<file path="config.mk">
export PLATFORM = sky130hd
export DESIGN_NAME = lsdom_fabric
export DESIGN_NICKNAME = d
export VERILOG_FILES = /design/src/lsdom_pkg.sv /design/src/lsdom_req_if.sv /design/src/lsdom_decoder.sv /design/src/lsdom_fabric.sv /design/src/lsdom_router.sv
export VERILOG_INCLUDE_DIRS = /design/src
export SDC_FILE = /design/constraint.sdc
export NUM_CORES = 1
export LEC_CHECK = 0
export BUFFER_PORTS_ARGS = -buffer_cell sky130_fd_sc_hd__buf_2
export CAP_MARGIN = 30
export CORE_AREA = 3 3 205 207
export CTS_BUF_LIST = sky130_fd_sc_hd__clkbuf_4
export CTS_CLUSTER_DIAMETER = 200
export DETAILED_ROUTE_END_ITERATION = 12
export DIE_AREA = 0 0 208 210
export PLACE_DENSITY = 0.41
export SYNTH_ARGS = -nofsm -noshare
export SYNTH_HDL_FRONTEND = slang
export SYNTH_SLANG_ARGS = --single-unit
</file>
<file path="constraint.sdc">
create_clock -name clk -period 7.3 [get_ports clk]
set_clock_uncertainty 0.15 [all_clocks]
set_input_delay 0.365 -clock clk [delete_from_list [all_inputs] [get_ports clk]]
set_output_delay 0.365 -clock clk [all_outputs]
set_load 0.05 [all_outputs]
</file>
<file path="src/lsdom_settings.svh">
`ifndef LSDOM_SETTINGS_SVH
`define LSDOM_SETTINGS_SVH

// Bus widths
`define LSDOM_ADDR_WIDTH 32
`define LSDOM_DATA_WIDTH 32

// Address map, end addresses exclusive
`define LSDOM_MEM_BASE    32'h0000_0000
`define LSDOM_MEM_END     32'h0000_8000

`define LSDOM_SYSCFG_BASE 32'h0000_8000
`define LSDOM_SYSCFG_END  32'h0000_8400

`define LSDOM_LSP_BASE    32'h0001_0000
`define LSDOM_LSP_END     32'h0002_0000

`endif

</file>
<file path="src/lsdom_pkg.sv">
`include "lsdom_settings.svh"

package lsdom_pkg;

    typedef logic [`LSDOM_ADDR_WIDTH-1:0]   addr_t;
    typedef logic [`LSDOM_DATA_WIDTH-1:0]   data_t;
    // One enable per data byte
    typedef logic [`LSDOM_DATA_WIDTH/8-1:0] strb_t;

    typedef enum logic [1:0] {
        TGT_MEM,
        TGT_SYSCFG,
        TGT_LSP,
        TGT_NONE
    } target_e;

    typedef enum logic [1:0] {
        ST_IDLE,
        ST_REQ,
        ST_WAIT,
        ST_RSP
    } router_state_e;

endpackage

</file>
<file path="src/lsdom_req_if.sv">
interface lsdom_req_if;
    import lsdom_pkg::*;

    logic    valid;
    logic    ready;
    // Offset within the selected region
    addr_t   addr;
    logic    we;
    data_t   wdata;
    strb_t   strb;
    target_e target;

    modport decoder (
        output valid,
        input  ready,
        output addr,
        output we,
        output wdata,
        output strb,
        output target
    );

    modport router (
        input  valid,
        output ready,
        input  addr,
        input  we,
        input  wdata,
        input  strb,
        input  target
    );

endinterface

</file>
<file path="src/lsdom_decoder.sv">
`include "lsdom_settings.svh"

module lsdom_decoder (
    input  logic             req_valid,
    output logic             req_ready,
    input  lsdom_pkg::addr_t req_addr,
    input  logic             req_we,
    input  lsdom_pkg::data_t req_wdata,
    input  lsdom_pkg::strb_t req_strb,
    lsdom_req_if.decoder     dec
);
    import lsdom_pkg::*;

    function automatic logic in_region(addr_t addr, addr_t base, addr_t limit);
        return (addr >= base) && (addr < limit);
    endfunction

    // Handshake and payload go straight to the router
    assign dec.valid = req_valid;
    assign req_ready = dec.ready;
    assign dec.we    = req_we;
    assign dec.wdata = req_wdata;
    assign dec.strb  = req_strb;

    always_comb begin
        if (in_region(req_addr, addr_t'(`LSDOM_MEM_BASE), addr_t'(`LSDOM_MEM_END))) begin
            dec.target = TGT_MEM;
            dec.addr   = req_addr - addr_t'(`LSDOM_MEM_BASE);
        end else if (in_region(req_addr, addr_t'(`LSDOM_SYSCFG_BASE),
                               addr_t'(`LSDOM_SYSCFG_END))) begin
            dec.target = TGT_SYSCFG;
            dec.addr   = req_addr - addr_t'(`LSDOM_SYSCFG_BASE);
        end else if (in_region(req_addr, addr_t'(`LSDOM_LSP_BASE),
                               addr_t'(`LSDOM_LSP_END))) begin
            dec.target = TGT_LSP;
            dec.addr   = req_addr - addr_t'(`LSDOM_LSP_BASE);
        end else begin
            // Unmapped, router answers with an error
            dec.target = TGT_NONE;
            dec.addr   = req_addr;
        end
    end

endmodule

</file>
<file path="src/lsdom_fabric.sv">
module lsdom_fabric (
    input  logic             clk,
    input  logic             rst_n,

    // Initiator 0
    input  logic             cpu0_req_valid,
    output logic             cpu0_req_ready,
    input  lsdom_pkg::addr_t cpu0_req_addr,
    input  logic             cpu0_req_we,
    input  lsdom_pkg::data_t cpu0_req_wdata,
    input  lsdom_pkg::strb_t cpu0_req_strb,
    output logic             cpu0_rsp_valid,
    input  logic             cpu0_rsp_ready,
    output lsdom_pkg::data_t cpu0_rsp_rdata,
    output logic             cpu0_rsp_err,

    // Initiator 1
    input  logic             cpu1_req_valid,
    output logic             cpu1_req_ready,
    input  lsdom_pkg::addr_t cpu1_req_addr,
    input  logic             cpu1_req_we,
    input  lsdom_pkg::data_t cpu1_req_wdata,
    input  lsdom_pkg::strb_t cpu1_req_strb,
    output logic             cpu1_rsp_valid,
    input  logic             cpu1_rsp_ready,
    output lsdom_pkg::data_t cpu1_rsp_rdata,
    output logic             cpu1_rsp_err,

    // Local memory
    output logic             mem_req_valid,
    input  logic             mem_req_ready,
    output lsdom_pkg::addr_t mem_req_addr,
    output logic             mem_req_we,
    output lsdom_pkg::data_t mem_req_wdata,
    output lsdom_pkg::strb_t mem_req_strb,
    input  logic             mem_rsp_valid,
    input  lsdom_pkg::data_t mem_rsp_rdata,
    input  logic             mem_rsp_err,

    // System configuration
    output logic             syscfg_req_valid,
    input  logic             syscfg_req_ready,
    output lsdom_pkg::addr_t syscfg_req_addr,
    output logic             syscfg_req_we,
    output lsdom_pkg::data_t syscfg_req_wdata,
    output lsdom_pkg::strb_t syscfg_req_strb,
    input  logic             syscfg_rsp_valid,
    input  lsdom_pkg::data_t syscfg_rsp_rdata,
    input  logic             syscfg_rsp_err,

    // Low-speed peripherals
    output logic             lsp_req_valid,
    input  logic             lsp_req_ready,
    output lsdom_pkg::addr_t lsp_req_addr,
    output logic             lsp_req_we,
    output lsdom_pkg::data_t lsp_req_wdata,
    output lsdom_pkg::strb_t lsp_req_strb,
    input  logic             lsp_rsp_valid,
    input  lsdom_pkg::data_t lsp_rsp_rdata,
    input  logic             lsp_rsp_err
);

    lsdom_req_if dec0_if ();
    lsdom_req_if dec1_if ();

    lsdom_decoder dec0_i (
        .req_valid (cpu0_req_valid),
        .req_ready (cpu0_req_ready),
        .req_addr  (cpu0_req_addr),
        .req_we    (cpu0_req_we),
        .req_wdata (cpu0_req_wdata),
        .req_strb  (cpu0_req_strb),
        .dec       (dec0_if.decoder)
    );

    lsdom_decoder dec1_i (
        .req_valid (cpu1_req_valid),
        .req_ready (cpu1_req_ready),
        .req_addr  (cpu1_req_addr),
        .req_we    (cpu1_req_we),
        .req_wdata (cpu1_req_wdata),
        .req_strb  (cpu1_req_strb),
        .dec       (dec1_if.decoder)
    );

    lsdom_router router_i (
        .clk              (clk),
        .rst_n            (rst_n),
        .dec0             (dec0_if.router),
        .dec1             (dec1_if.router),
        .mem_req_valid    (mem_req_valid),
        .mem_req_ready    (mem_req_ready),
        .mem_req_addr     (mem_req_addr),
        .mem_req_we       (mem_req_we),
        .mem_req_wdata    (mem_req_wdata),
        .mem_req_strb     (mem_req_strb),
        .mem_rsp_valid    (mem_rsp_valid),
        .mem_rsp_rdata    (mem_rsp_rdata),
        .mem_rsp_err      (mem_rsp_err),
        .syscfg_req_valid (syscfg_req_valid),
        .syscfg_req_ready (syscfg_req_ready),
        .syscfg_req_addr  (syscfg_req_addr),
        .syscfg_req_we    (syscfg_req_we),
        .syscfg_req_wdata (syscfg_req_wdata),
        .syscfg_req_strb  (syscfg_req_strb),
        .syscfg_rsp_valid (syscfg_rsp_valid),
        .syscfg_rsp_rdata (syscfg_rsp_rdata),
        .syscfg_rsp_err   (syscfg_rsp_err),
        .lsp_req_valid    (lsp_req_valid),
        .lsp_req_ready    (lsp_req_ready),
        .lsp_req_addr     (lsp_req_addr),
        .lsp_req_we       (lsp_req_we),
        .lsp_req_wdata    (lsp_req_wdata),
        .lsp_req_strb     (lsp_req_strb),
        .lsp_rsp_valid    (lsp_rsp_valid),
        .lsp_rsp_rdata    (lsp_rsp_rdata),
        .lsp_rsp_err      (lsp_rsp_err),
        .cpu0_rsp_valid   (cpu0_rsp_valid),
        .cpu0_rsp_ready   (cpu0_rsp_ready),
        .cpu0_rsp_rdata   (cpu0_rsp_rdata),
        .cpu0_rsp_err     (cpu0_rsp_err),
        .cpu1_rsp_valid   (cpu1_rsp_valid),
        .cpu1_rsp_ready   (cpu1_rsp_ready),
        .cpu1_rsp_rdata   (cpu1_rsp_rdata),
        .cpu1_rsp_err     (cpu1_rsp_err)
    );

endmodule

</file>
<file path="src/lsdom_router.sv">
module lsdom_router (
    input  logic             clk,
    input  logic             rst_n,

    lsdom_req_if.router      dec0,
    lsdom_req_if.router      dec1,

    output logic             mem_req_valid,
    input  logic             mem_req_ready,
    output lsdom_pkg::addr_t mem_req_addr,
    output logic             mem_req_we,
    output lsdom_pkg::data_t mem_req_wdata,
    output lsdom_pkg::strb_t mem_req_strb,
    input  logic             mem_rsp_valid,
    input  lsdom_pkg::data_t mem_rsp_rdata,
    input  logic             mem_rsp_err,

    output logic             syscfg_req_valid,
    input  logic             syscfg_req_ready,
    output lsdom_pkg::addr_t syscfg_req_addr,
    output logic             syscfg_req_we,
    output lsdom_pkg::data_t syscfg_req_wdata,
    output lsdom_pkg::strb_t syscfg_req_strb,
    input  logic             syscfg_rsp_valid,
    input  lsdom_pkg::data_t syscfg_rsp_rdata,
    input  logic             syscfg_rsp_err,

    output logic             lsp_req_valid,
    input  logic             lsp_req_ready,
    output lsdom_pkg::addr_t lsp_req_addr,
    output logic             lsp_req_we,
    output lsdom_pkg::data_t lsp_req_wdata,
    output lsdom_pkg::strb_t lsp_req_strb,
    input  logic             lsp_rsp_valid,
    input  lsdom_pkg::data_t lsp_rsp_rdata,
    input  logic             lsp_rsp_err,

    output logic             cpu0_rsp_valid,
    input  logic             cpu0_rsp_ready,
    output lsdom_pkg::data_t cpu0_rsp_rdata,
    output logic             cpu0_rsp_err,

    output logic             cpu1_rsp_valid,
    input  logic             cpu1_rsp_ready,
    output lsdom_pkg::data_t cpu1_rsp_rdata,
    output logic             cpu1_rsp_err
);
    import lsdom_pkg::*;

    router_state_e state;
    target_e       tgt_q;
    logic          grant_q;
    // High when cpu1 won the last arbitration
    logic          last_grant;

    addr_t         addr_q;
    logic          we_q;
    data_t         wdata_q;
    strb_t         strb_q;
    data_t         rsp_rdata_q;
    logic          rsp_err_q;

    logic          win0;
    logic          win1;
    logic          accept;
    target_e       in_target;

    logic          sel_req_ready;
    logic          sel_rsp_valid;
    data_t         sel_rsp_rdata;
    logic          sel_rsp_err;
    logic          sel_cpu_ready;

    // Round-robin, the initiator not served last wins a tie
    assign win0   = dec0.valid && (!dec1.valid || last_grant);
    assign win1   = dec1.valid && (!dec0.valid || !last_grant);
    assign accept = (state == ST_IDLE) && (win0 || win1);

    assign dec0.ready = (state == ST_IDLE) && win0;
    assign dec1.ready = (state == ST_IDLE) && win1;
    assign in_target  = win1 ? dec1.target : dec0.target;

    always_comb begin
        sel_req_ready = 1'b0;
        sel_rsp_valid = 1'b0;
        sel_rsp_rdata = '0;
        sel_rsp_err   = 1'b0;
        case (tgt_q)
            TGT_MEM: begin
                sel_req_ready = mem_req_ready;
                sel_rsp_valid = mem_rsp_valid;
                sel_rsp_rdata = mem_rsp_rdata;
                sel_rsp_err   = mem_rsp_err;
            end
            TGT_SYSCFG: begin
                sel_req_ready = syscfg_req_ready;
                sel_rsp_valid = syscfg_rsp_valid;
                sel_rsp_rdata = syscfg_rsp_rdata;
                sel_rsp_err   = syscfg_rsp_err;
            end
            TGT_LSP: begin
                sel_req_ready = lsp_req_ready;
                sel_rsp_valid = lsp_rsp_valid;
                sel_rsp_rdata = lsp_rsp_rdata;
                sel_rsp_err   = lsp_rsp_err;
            end
            default: begin
            end
        endcase
    end

    assign sel_cpu_ready = grant_q ? cpu1_rsp_ready : cpu0_rsp_ready;

    always_ff @(posedge clk) begin
        if (!rst_n) begin
            state      <= ST_IDLE;
            tgt_q      <= TGT_NONE;
            grant_q    <= 1'b0;
            last_grant <= 1'b0;
        end else begin
            case (state)
                ST_IDLE: begin
                    if (accept) begin
                        tgt_q      <= in_target;
                        grant_q    <= win1;
                        last_grant <= win1;
                        state      <= (in_target == TGT_NONE) ? ST_RSP : ST_REQ;
                    end
                end
                ST_REQ: begin
                    if (sel_req_ready) begin
                        state <= ST_WAIT;
                    end
                end
                ST_WAIT: begin
                    if (sel_rsp_valid) begin
                        state <= ST_RSP;
                    end
                end
                ST_RSP: begin
                    if (sel_cpu_ready) begin
                        state <= ST_IDLE;
                    end
                end
                default: state <= ST_IDLE;
            endcase
        end
    end

    // Request and response payload
    always_ff @(posedge clk) begin
        if (accept) begin
            addr_q      <= win1 ? dec1.addr : dec0.addr;
            we_q        <= win1 ? dec1.we : dec0.we;
            wdata_q     <= win1 ? dec1.wdata : dec0.wdata;
            strb_q      <= win1 ? dec1.strb : dec0.strb;
            // Decode error answered without a target
            rsp_rdata_q <= '0;
            rsp_err_q   <= 1'b1;
        end else if (state == ST_WAIT && sel_rsp_valid) begin
            rsp_rdata_q <= sel_rsp_rdata;
            rsp_err_q   <= sel_rsp_err;
        end
    end

    assign mem_req_valid    = (state == ST_REQ) && (tgt_q == TGT_MEM);
    assign syscfg_req_valid = (state == ST_REQ) && (tgt_q == TGT_SYSCFG);
    assign lsp_req_valid    = (state == ST_REQ) && (tgt_q == TGT_LSP);

    // Payload is shared, valid picks the target
    assign mem_req_addr     = addr_q;
    assign mem_req_we       = we_q;
    assign mem_req_wdata    = wdata_q;
    assign mem_req_strb     = strb_q;
    assign syscfg_req_addr  = addr_q;
    assign syscfg_req_we    = we_q;
    assign syscfg_req_wdata = wdata_q;
    assign syscfg_req_strb  = strb_q;
    assign lsp_req_addr     = addr_q;
    assign lsp_req_we       = we_q;
    assign lsp_req_wdata    = wdata_q;
    assign lsp_req_strb     = strb_q;

    assign cpu0_rsp_valid = (state == ST_RSP) && !grant_q;
    assign cpu1_rsp_valid = (state == ST_RSP) && grant_q;
    assign cpu0_rsp_rdata = rsp_rdata_q;
    assign cpu1_rsp_rdata = rsp_rdata_q;
    assign cpu0_rsp_err   = rsp_err_q;
    assign cpu1_rsp_err   = rsp_err_q;

endmodule

</file>
==> out/results.ini, run 1 <==
[status]
outcome=finished, final reports clean

[finish]
fill_cells=4475
final_cells=1898
nets=1617
syn_to_final_growth_pct=53.8
layout-drive-gt1-share=0.416
post-route-util=0.268

[yosys]
netlist_area_um2=7070
synth_cell_types=53
ys.flop_type=edfxtp_1
synth_edf_count=69
yosysWarnings=0
synthCells=843
ys_seq_area_frac=0.401
syn_avg_cell_area_um2=8.39
async_reset_ff_frac=0
ys_ff_latch=107
syn_nets=1106

[sta]
slew_viol_final=0
hold_violations=0
relSlewSlack=0.451
rsz0062_at_grt=no
clock.fmax_mhz=280
setup_slack_ns=3.73
worst_slew_pin_slew_ns=0.823
fin_crit_sh=0.489
finalSetupViolCount=0
final.setup.tns_ns=0
fin_crit_ns=3.57

[worst_setup_path]
path_delay_family=buffers and inverters
reg2regPathDepth=7
cp-start-kind=input port
critPathMaxFanout=7
path_cells=dlygate4sd3_1 -> buf_2 -> nor4_1 -> nand3_1 -> o31ai_1 -> nand3_1 -> o21bai_1 -> a21o_1 -> o22a_1 -> dlygate4sd3_1
worst_r2r_startpoint=router_i.state[0]$_SDFFE_PN0P_
path_class=in -> reg
crit_slowest_cell=nor4_1
cp_num_cells=10
worstPathArrival_ns=3.85
cp-end-kind=register
critical_path_required_ns=7.57
slowest_delay_ns=0.64
critPathLaunch=cpu1_req_addr[4]
crit_buf_inv=3

[worst_hold_path]
worstHoldPathCells=5
worstHoldPathType=in -> reg
min-delay-start=mem_rsp_rdata[19]

[die]
die_h_um=210
row_count=74
initial_utilization=0.174
dieArea_um2=43700
die_w_um=208
ioPinCount=529
core_area_um2=40600

[placement]
portBuffers=528
dpl.cell_count=1703
post-dp-hpwl_um=23900
gp_congestion=0.842
dp_slack_ns=4.02

[grt]
grt_pass1_wl_um=44500
grt_pass1_vias=7450
globalRouteTotalUtil=0.133
grt_max_degree=69
grt_remaining_overflow=0
grt_antenna_before_repair=5

[clock_network]
cts-root-buf=clkbuf_4
cts_sinks=107
cts_buffers=9
clk_pin_slew_ns=0.18
cts_setup_buffers=0
clk-insertion-delay-late_ns=0.54
clockBufferDepth=2
htreeDepth=3
cts_tree=yes

[detailed_routing]
via_per_inst=3.99
ant_nets=0
drt_iter0_drc=427
wl_um=30400
drc_errors=0
wl_per_cell_um=16.0
via_count=7569
dr.pass1.iters=4

[pwr]
seq_power_share=0.267
cellPowerDensity_nw_per_um2=346
switchingPower_uw=2300
p_sw_frac=0.612
power.leakage_uw=0.00549
ir_drop_v=0.000175
clkPwrFrac=0.081
intPower_uw=1460
combPwrFrac=0.652

[flow_run]
drv_cap=0

-- flip-flops by register name, summed over array words and instances (netlist names) --
| name | count |
|---|---|
| router_i.lsp_req_wdata | 32 |
| router_i.cpu0_rsp_err | 1 |
| router_i.state | 2 |
| router_i.lsp_req_addr | 32 |
| router_i.tgt_q | 2 |
| router_i.cpu0_rsp_rdata | 32 |
| router_i.lsp_req_we | 1 |
| router_i.lsp_req_strb | 4 |
| router_i.grant_q | 1 |
-- repair_timing --
action	in CTS	in global routing
hold buffers	172	0
resized for setup	0	0
hold endpoints to repair	103	0
-- per-layer routing --
layer	vias up	global-route usage	wire, um
li1	3700	-	-
met1	3485	0.154	12000
met2	350	0.236	15300
met3	32	0.0329	2180
met4	2	0.0514	884
met5	-	0	15
-- cells in the mapped netlist, types with 3 or more instances --
library cell | n | share of area
a211oi_1 | 23 | 0.024
a21oi_1 | 18 | 0.013
and2_1 | 4 | 0.0035
and3_1 | 5 | 0.0044
buf_2 | 8 | 0.0057
buf_4 | 171 | 0.18
clkbuf_1 | 28 | 0.015
dfxtp_1 | 38 | 0.11
edfxtp_1 | 69 | 0.29
ha_1 | 14 | 0.025
inv_1 | 14 | 0.0074
mux2i_1 | 36 | 0.051
nand2_1 | 233 | 0.12
nand3_1 | 14 | 0.0099
nor2_1 | 60 | 0.032
nor3_1 | 27 | 0.019
nor4_1 | 7 | 0.0062
nor4_2 | 3 | 0.0053
o21ai_0 | 22 | 0.016
o22a_1 | 7 | 0.0087
-- cells in the final DEF (no fill, tap or decap), drive strengths merged, types with 7 or more instances in the layout --
cell type    count
nand2          234
nor3            28
o22a             7
edfxtp          69
buf            536
a211oi          24
ha              14
inv             18
nor4            10
nor2            60
dfxtp           38
o21ai           22
dlygate4sd3    172
diode            7
mux2i           36
nand3           14
a21oi           19
clkbuf           9
-- area by class of cell --
type                            instances  area [um2]  area share
Multi-Input combinational cell        513        2750       0.253
Inverter                               15        58.8     0.00541
Antenna cell                            7        17.5     0.00161
Tap cell                              532         666      0.0612
Clock inverter                          7        50.0     0.00460
Timing Repair Buffer                  708        4420       0.407
Clock buffer                            9        67.6     0.00621
Sequential cell                       107        2840       0.261
-- worst register-to-register path: stages (launching register included) --
cell	delay (ns)
dfxtp_1	0.38
inv_1	0.09
ha_1	0.30
nand2_1	0.11
a21oi_1	0.17
nor2_1	0.16
inv_4	0.42
buf_4	0.71
-- power groups by stage --
stage | combinational (uW) | clock, uW | sequential [uW]
CTS | 2480 | 335 | 1010
floorplan | 1610 | 0 | 1470
finish | 2450 | 304 | 1000
detailed placement | 2360 | 0 | 1030
global placement | 2370 | 0 | 1020
global route | 2560 | 355 | 1030
-- final timing paths --
kind                                              end  slack (ns)
max               router_i.lsp_req_addr[29]$_DFFE_PP_        3.73
min          router_i.cpu0_rsp_rdata[19]$_SDFFE_PP0P_        0.08
max reg2reg      router_i.lsp_req_wdata[21]$_DFFE_PP_        4.34
min reg2reg   router_i.cpu0_rsp_rdata[8]$_SDFFE_PP0P_        0.34
-- kinds of logic (layout without fill, tap and decap cells) --
family | count (synthesis) | count (layout) | synth area share
adders and majority gates | 14 | 14 | 0.0248
and+or+nand+nor | 371 | 371 | 0.224
AOI/OAI and AO/OA | 92 | 92 | 0.0888
muxes | 36 | 36 | 0.0510
buffers and inverters | 223 | 739 | 0.211
other | 0 | 7 | 0
DFF | 107 | 107 | 0.401
-- through the flow --
| stage | hold slack [ns] | total power [uW] | area [um2] |
|---|---|---|---|
| 6_report | 0.0793 | 3760 | 10900 |
| 5_1_grt | 0.00403 | 3950 | 10900 |
| 4_1_cts | 0.000286 | 3830 | 10900 |
| 3_5_place_dp | 0.324 | 3390 | 9010 |
| 3_3_place_gp | 0.314 | 3400 | 9010 |
| 2_1_floorplan | 0.287 | 3080 | 7070 |
Note: power is estimated with default switching activity, not from simulation.
==> run 2, diff against run 1 <==
==> constraint.sdc (replaced) <==
create_clock -name clk -period 3.3 [get_ports clk]
set_clock_uncertainty 0.15 [all_clocks]
set_input_delay 0.165 -clock clk [delete_from_list [all_inputs] [get_ports clk]]
set_output_delay 0.165 -clock clk [all_outputs]
set_load 0.05 [all_outputs]
==> out/results.ini, run 2 (synthesis gave the netlist of run 1 again) <==
[grt]
grt_remaining_overflow=0  ; unchanged
grt_pass1_vias=7696  ; +3.3%
grt_antenna_before_repair=5  ; unchanged
grt_pass1_wl_um=45600  ; +2.4%
grt_max_degree=56  ; -19%
globalRouteTotalUtil=0.136  ; +0.00374

[die]
core_area_um2=40600  ; unchanged
dieArea_um2=43700  ; unchanged
row_count=74  ; unchanged
die_h_um=210  ; unchanged
die_w_um=208  ; unchanged
initial_utilization=0.174  ; unchanged
ioPinCount=529  ; unchanged

[clock_network]
clk-insertion-delay-late_ns=0.55  ; about the same
clockBufferDepth=2  ; unchanged
cts_tree=yes
cts_sinks=107  ; unchanged
cts-root-buf=clkbuf_4
htreeDepth=3  ; unchanged
clk_pin_slew_ns=0.20  ; +0.02 ns
cts_buffers=9  ; unchanged

[pwr]
power.leakage_uw=0.00572  ; +4.3%
p_sw_frac=0.608  ; -0.00418
intPower_uw=3330  ; +130%
combPwrFrac=0.656  ; +0.004
total_power_uw=8500  ; +130%
clkPwrFrac=0.082  ; about the same
seq_power_share=0.262  ; -0.005
cellPowerDensity_nw_per_um2=752  ; +120%
ir_drop_v=0.000394  ; +130%
switchingPower_uw=5170  ; +120%

[sta]
finalSetupViolCount=0  ; unchanged
slew_viol_final=0  ; unchanged
clock.fmax_mhz=322
relSlewSlack=0.388  ; -0.0633
fin_crit_ns=3.11
fin_crit_sh=0.942
hold_violations=0  ; unchanged
final.setup.tns_ns=0  ; unchanged
worst_slew_pin_slew_ns=0.916  ; +0.0927 ns
rsz0062_at_grt=no

[worst_setup_path]
worstPathArrival_ns=3.39  ; -0.46 ns
crit_slowest_cell=dlygate4sd3_1
cp-start-kind=input port
path_cells=dlygate4sd3_1 -> buf_2 -> nor3_1 -> and4_1 -> and2_1 -> and3_1 -> o21bai_1 -> a21o_1 -> o22a_1 -> dlygate4sd3_1
path_class=in -> reg
crit_path_frequent_cell=dlygate4sd3_1
slowest_delay_ns=0.56  ; -0.08 ns
critPathMaxFanout=7  ; unchanged
critical_path_required_ns=3.58  ; -3.99 ns
cp-end-kind=register
path_delay_family=simple AND/OR/NAND/NOR gates
crit_buf_inv=3  ; unchanged

[detailed_routing]
via_count=7713  ; +1.9%
drt_iter0_drc=334  ; -22%
wl_per_cell_um=16.1  ; +0.54%
ant_nets=0  ; unchanged
wl_um=31200  ; +2.9%
dr.pass1.iters=4  ; unchanged
via_per_inst=3.97  ; -0.41%
drc_errors=0  ; unchanged

[finish]
fill_cells=4419  ; -1.3%
syn_to_final_growth_pct=59.9
multi_input_area_um2=2750  ; unchanged
seq_area_um2=2840  ; unchanged
final_cell_mix=528 x buf_2, 232 x nand2_1, 209 x dlygate4sd3_1, 69 x edfxtp_1, 60 x nor2_1
nets=1660  ; +2.7%
final_common_cell=buf_2
layout-drive-gt1-share=0.408  ; -0.00849
post-route-util=0.279  ; +0.0106

[worst_hold_path]
worstHoldPathType=in -> reg

[placement]
portBuffers=528  ; unchanged
post-dp-hpwl_um=24800  ; +4.1%
gp_congestion=0.805  ; -4.3%

[status]
outcome=finished, final reports clean

[flow_run]
drv_cap=0  ; unchanged

run 2: changes by cell type in the layout (fill, tap and decap cells not counted), sizes merged:
| cell | previous run | this run |
|---|---|---|
| dlygate4sd3 | 172 | 209 |
| buf | 536 | 542 |
| clkinvlp | 1 | 2 |
| clkinv | 3 | 2 |
| diode | 7 | 8 |
run 2: cell type report:
class	count	share of cell area
diodes	8	0.00177
clock buffers	9	0.00598
clock inverters	7	0.00454
inverters	15	0.00520
multi-input cells	513	0.244
flip-flops and latches	107	0.251
well taps	532	0.0589
repair buffers	751	0.429
run 2: stage by stage:
step | hold WS (ns) | cell area, um2 | instances | setup WS, ns
6_report | 0.101 | 11300 | 1942 | 0.190
5_1_grt | 0.0726 | 11300 | 1938 | 0.0339
4_1_cts | 0.00415 | 11300 | 1934 | 0.253
3_5_place_dp | 0.258 | 9070 | 1709 | 0.439
3_3_place_gp | 0.251 | 9070 | 1709 | 0.454
2_1_floorplan | 0.0868 | 7070 | 843 | 0.231
run 2: worst paths after layout:
| kind | depth (start not counted) | start | slack (ns) | endpoint |
|---|---|---|---|---|
| min | 5 | syscfg_req_ready | 0.10 | router_i.state[1]$_SDFFE_PN0P_ |
| max | 10 | cpu1_req_addr[23] | 0.19 | router_i.lsp_req_addr[21]$_DFFE_PP_ |
| min reg2reg | 2 | router_i.cpu0_rsp_rdata[13]$_SDFFE_PP0P_ | 0.34 | router_i.cpu0_rsp_rdata[13]$_SDFFE_PP0P_ |
| max reg2reg | 6 | router_i.tgt_q[1]$_SDFFE_PN1P_ | 0.57 | router_i.cpu0_rsp_rdata[0]$_SDFFE_PP0P_ |
run 2: per-layer routing:
metal,track usage,share of wire
met1,0.156,0.40
met2,0.254,0.51
met3,0.0298,0.066
met4,0.0421,0.022
met5,0,0.00026
run 2: what timing repair did:
item,4_1_cts,5_1_grt
hold endpoints to repair,107,0
setup buffers,0,0
hold buffers,209,0
setup endpoints to repair,0,0
gates resized for setup,0,0
run 2: power groups by stage:
| stage | registers (uW) | clock network, uW | logic, uW |
|---|---|---|---|
| after global placement | 2260 | 0 | 5320 |
| after floorplan | 3220 | 0 | 3570 |
| final | 2230 | 693 | 5580 |
| after CTS | 2240 | 753 | 5630 |
| after detailed placement | 2270 | 0 | 5300 |
| after global routing | 2280 | 788 | 5830 |
run 2: worst register-to-register path, stage by stage, from the launching register on:
cell and delay (ns):
dfxtp_2 0.39, mux2i_1 0.12, o21ai_0 0.27, nand2_1 0.60, a211oi_1 0.45, dlygate4sd3_1 0.60, nor3_1 0.04
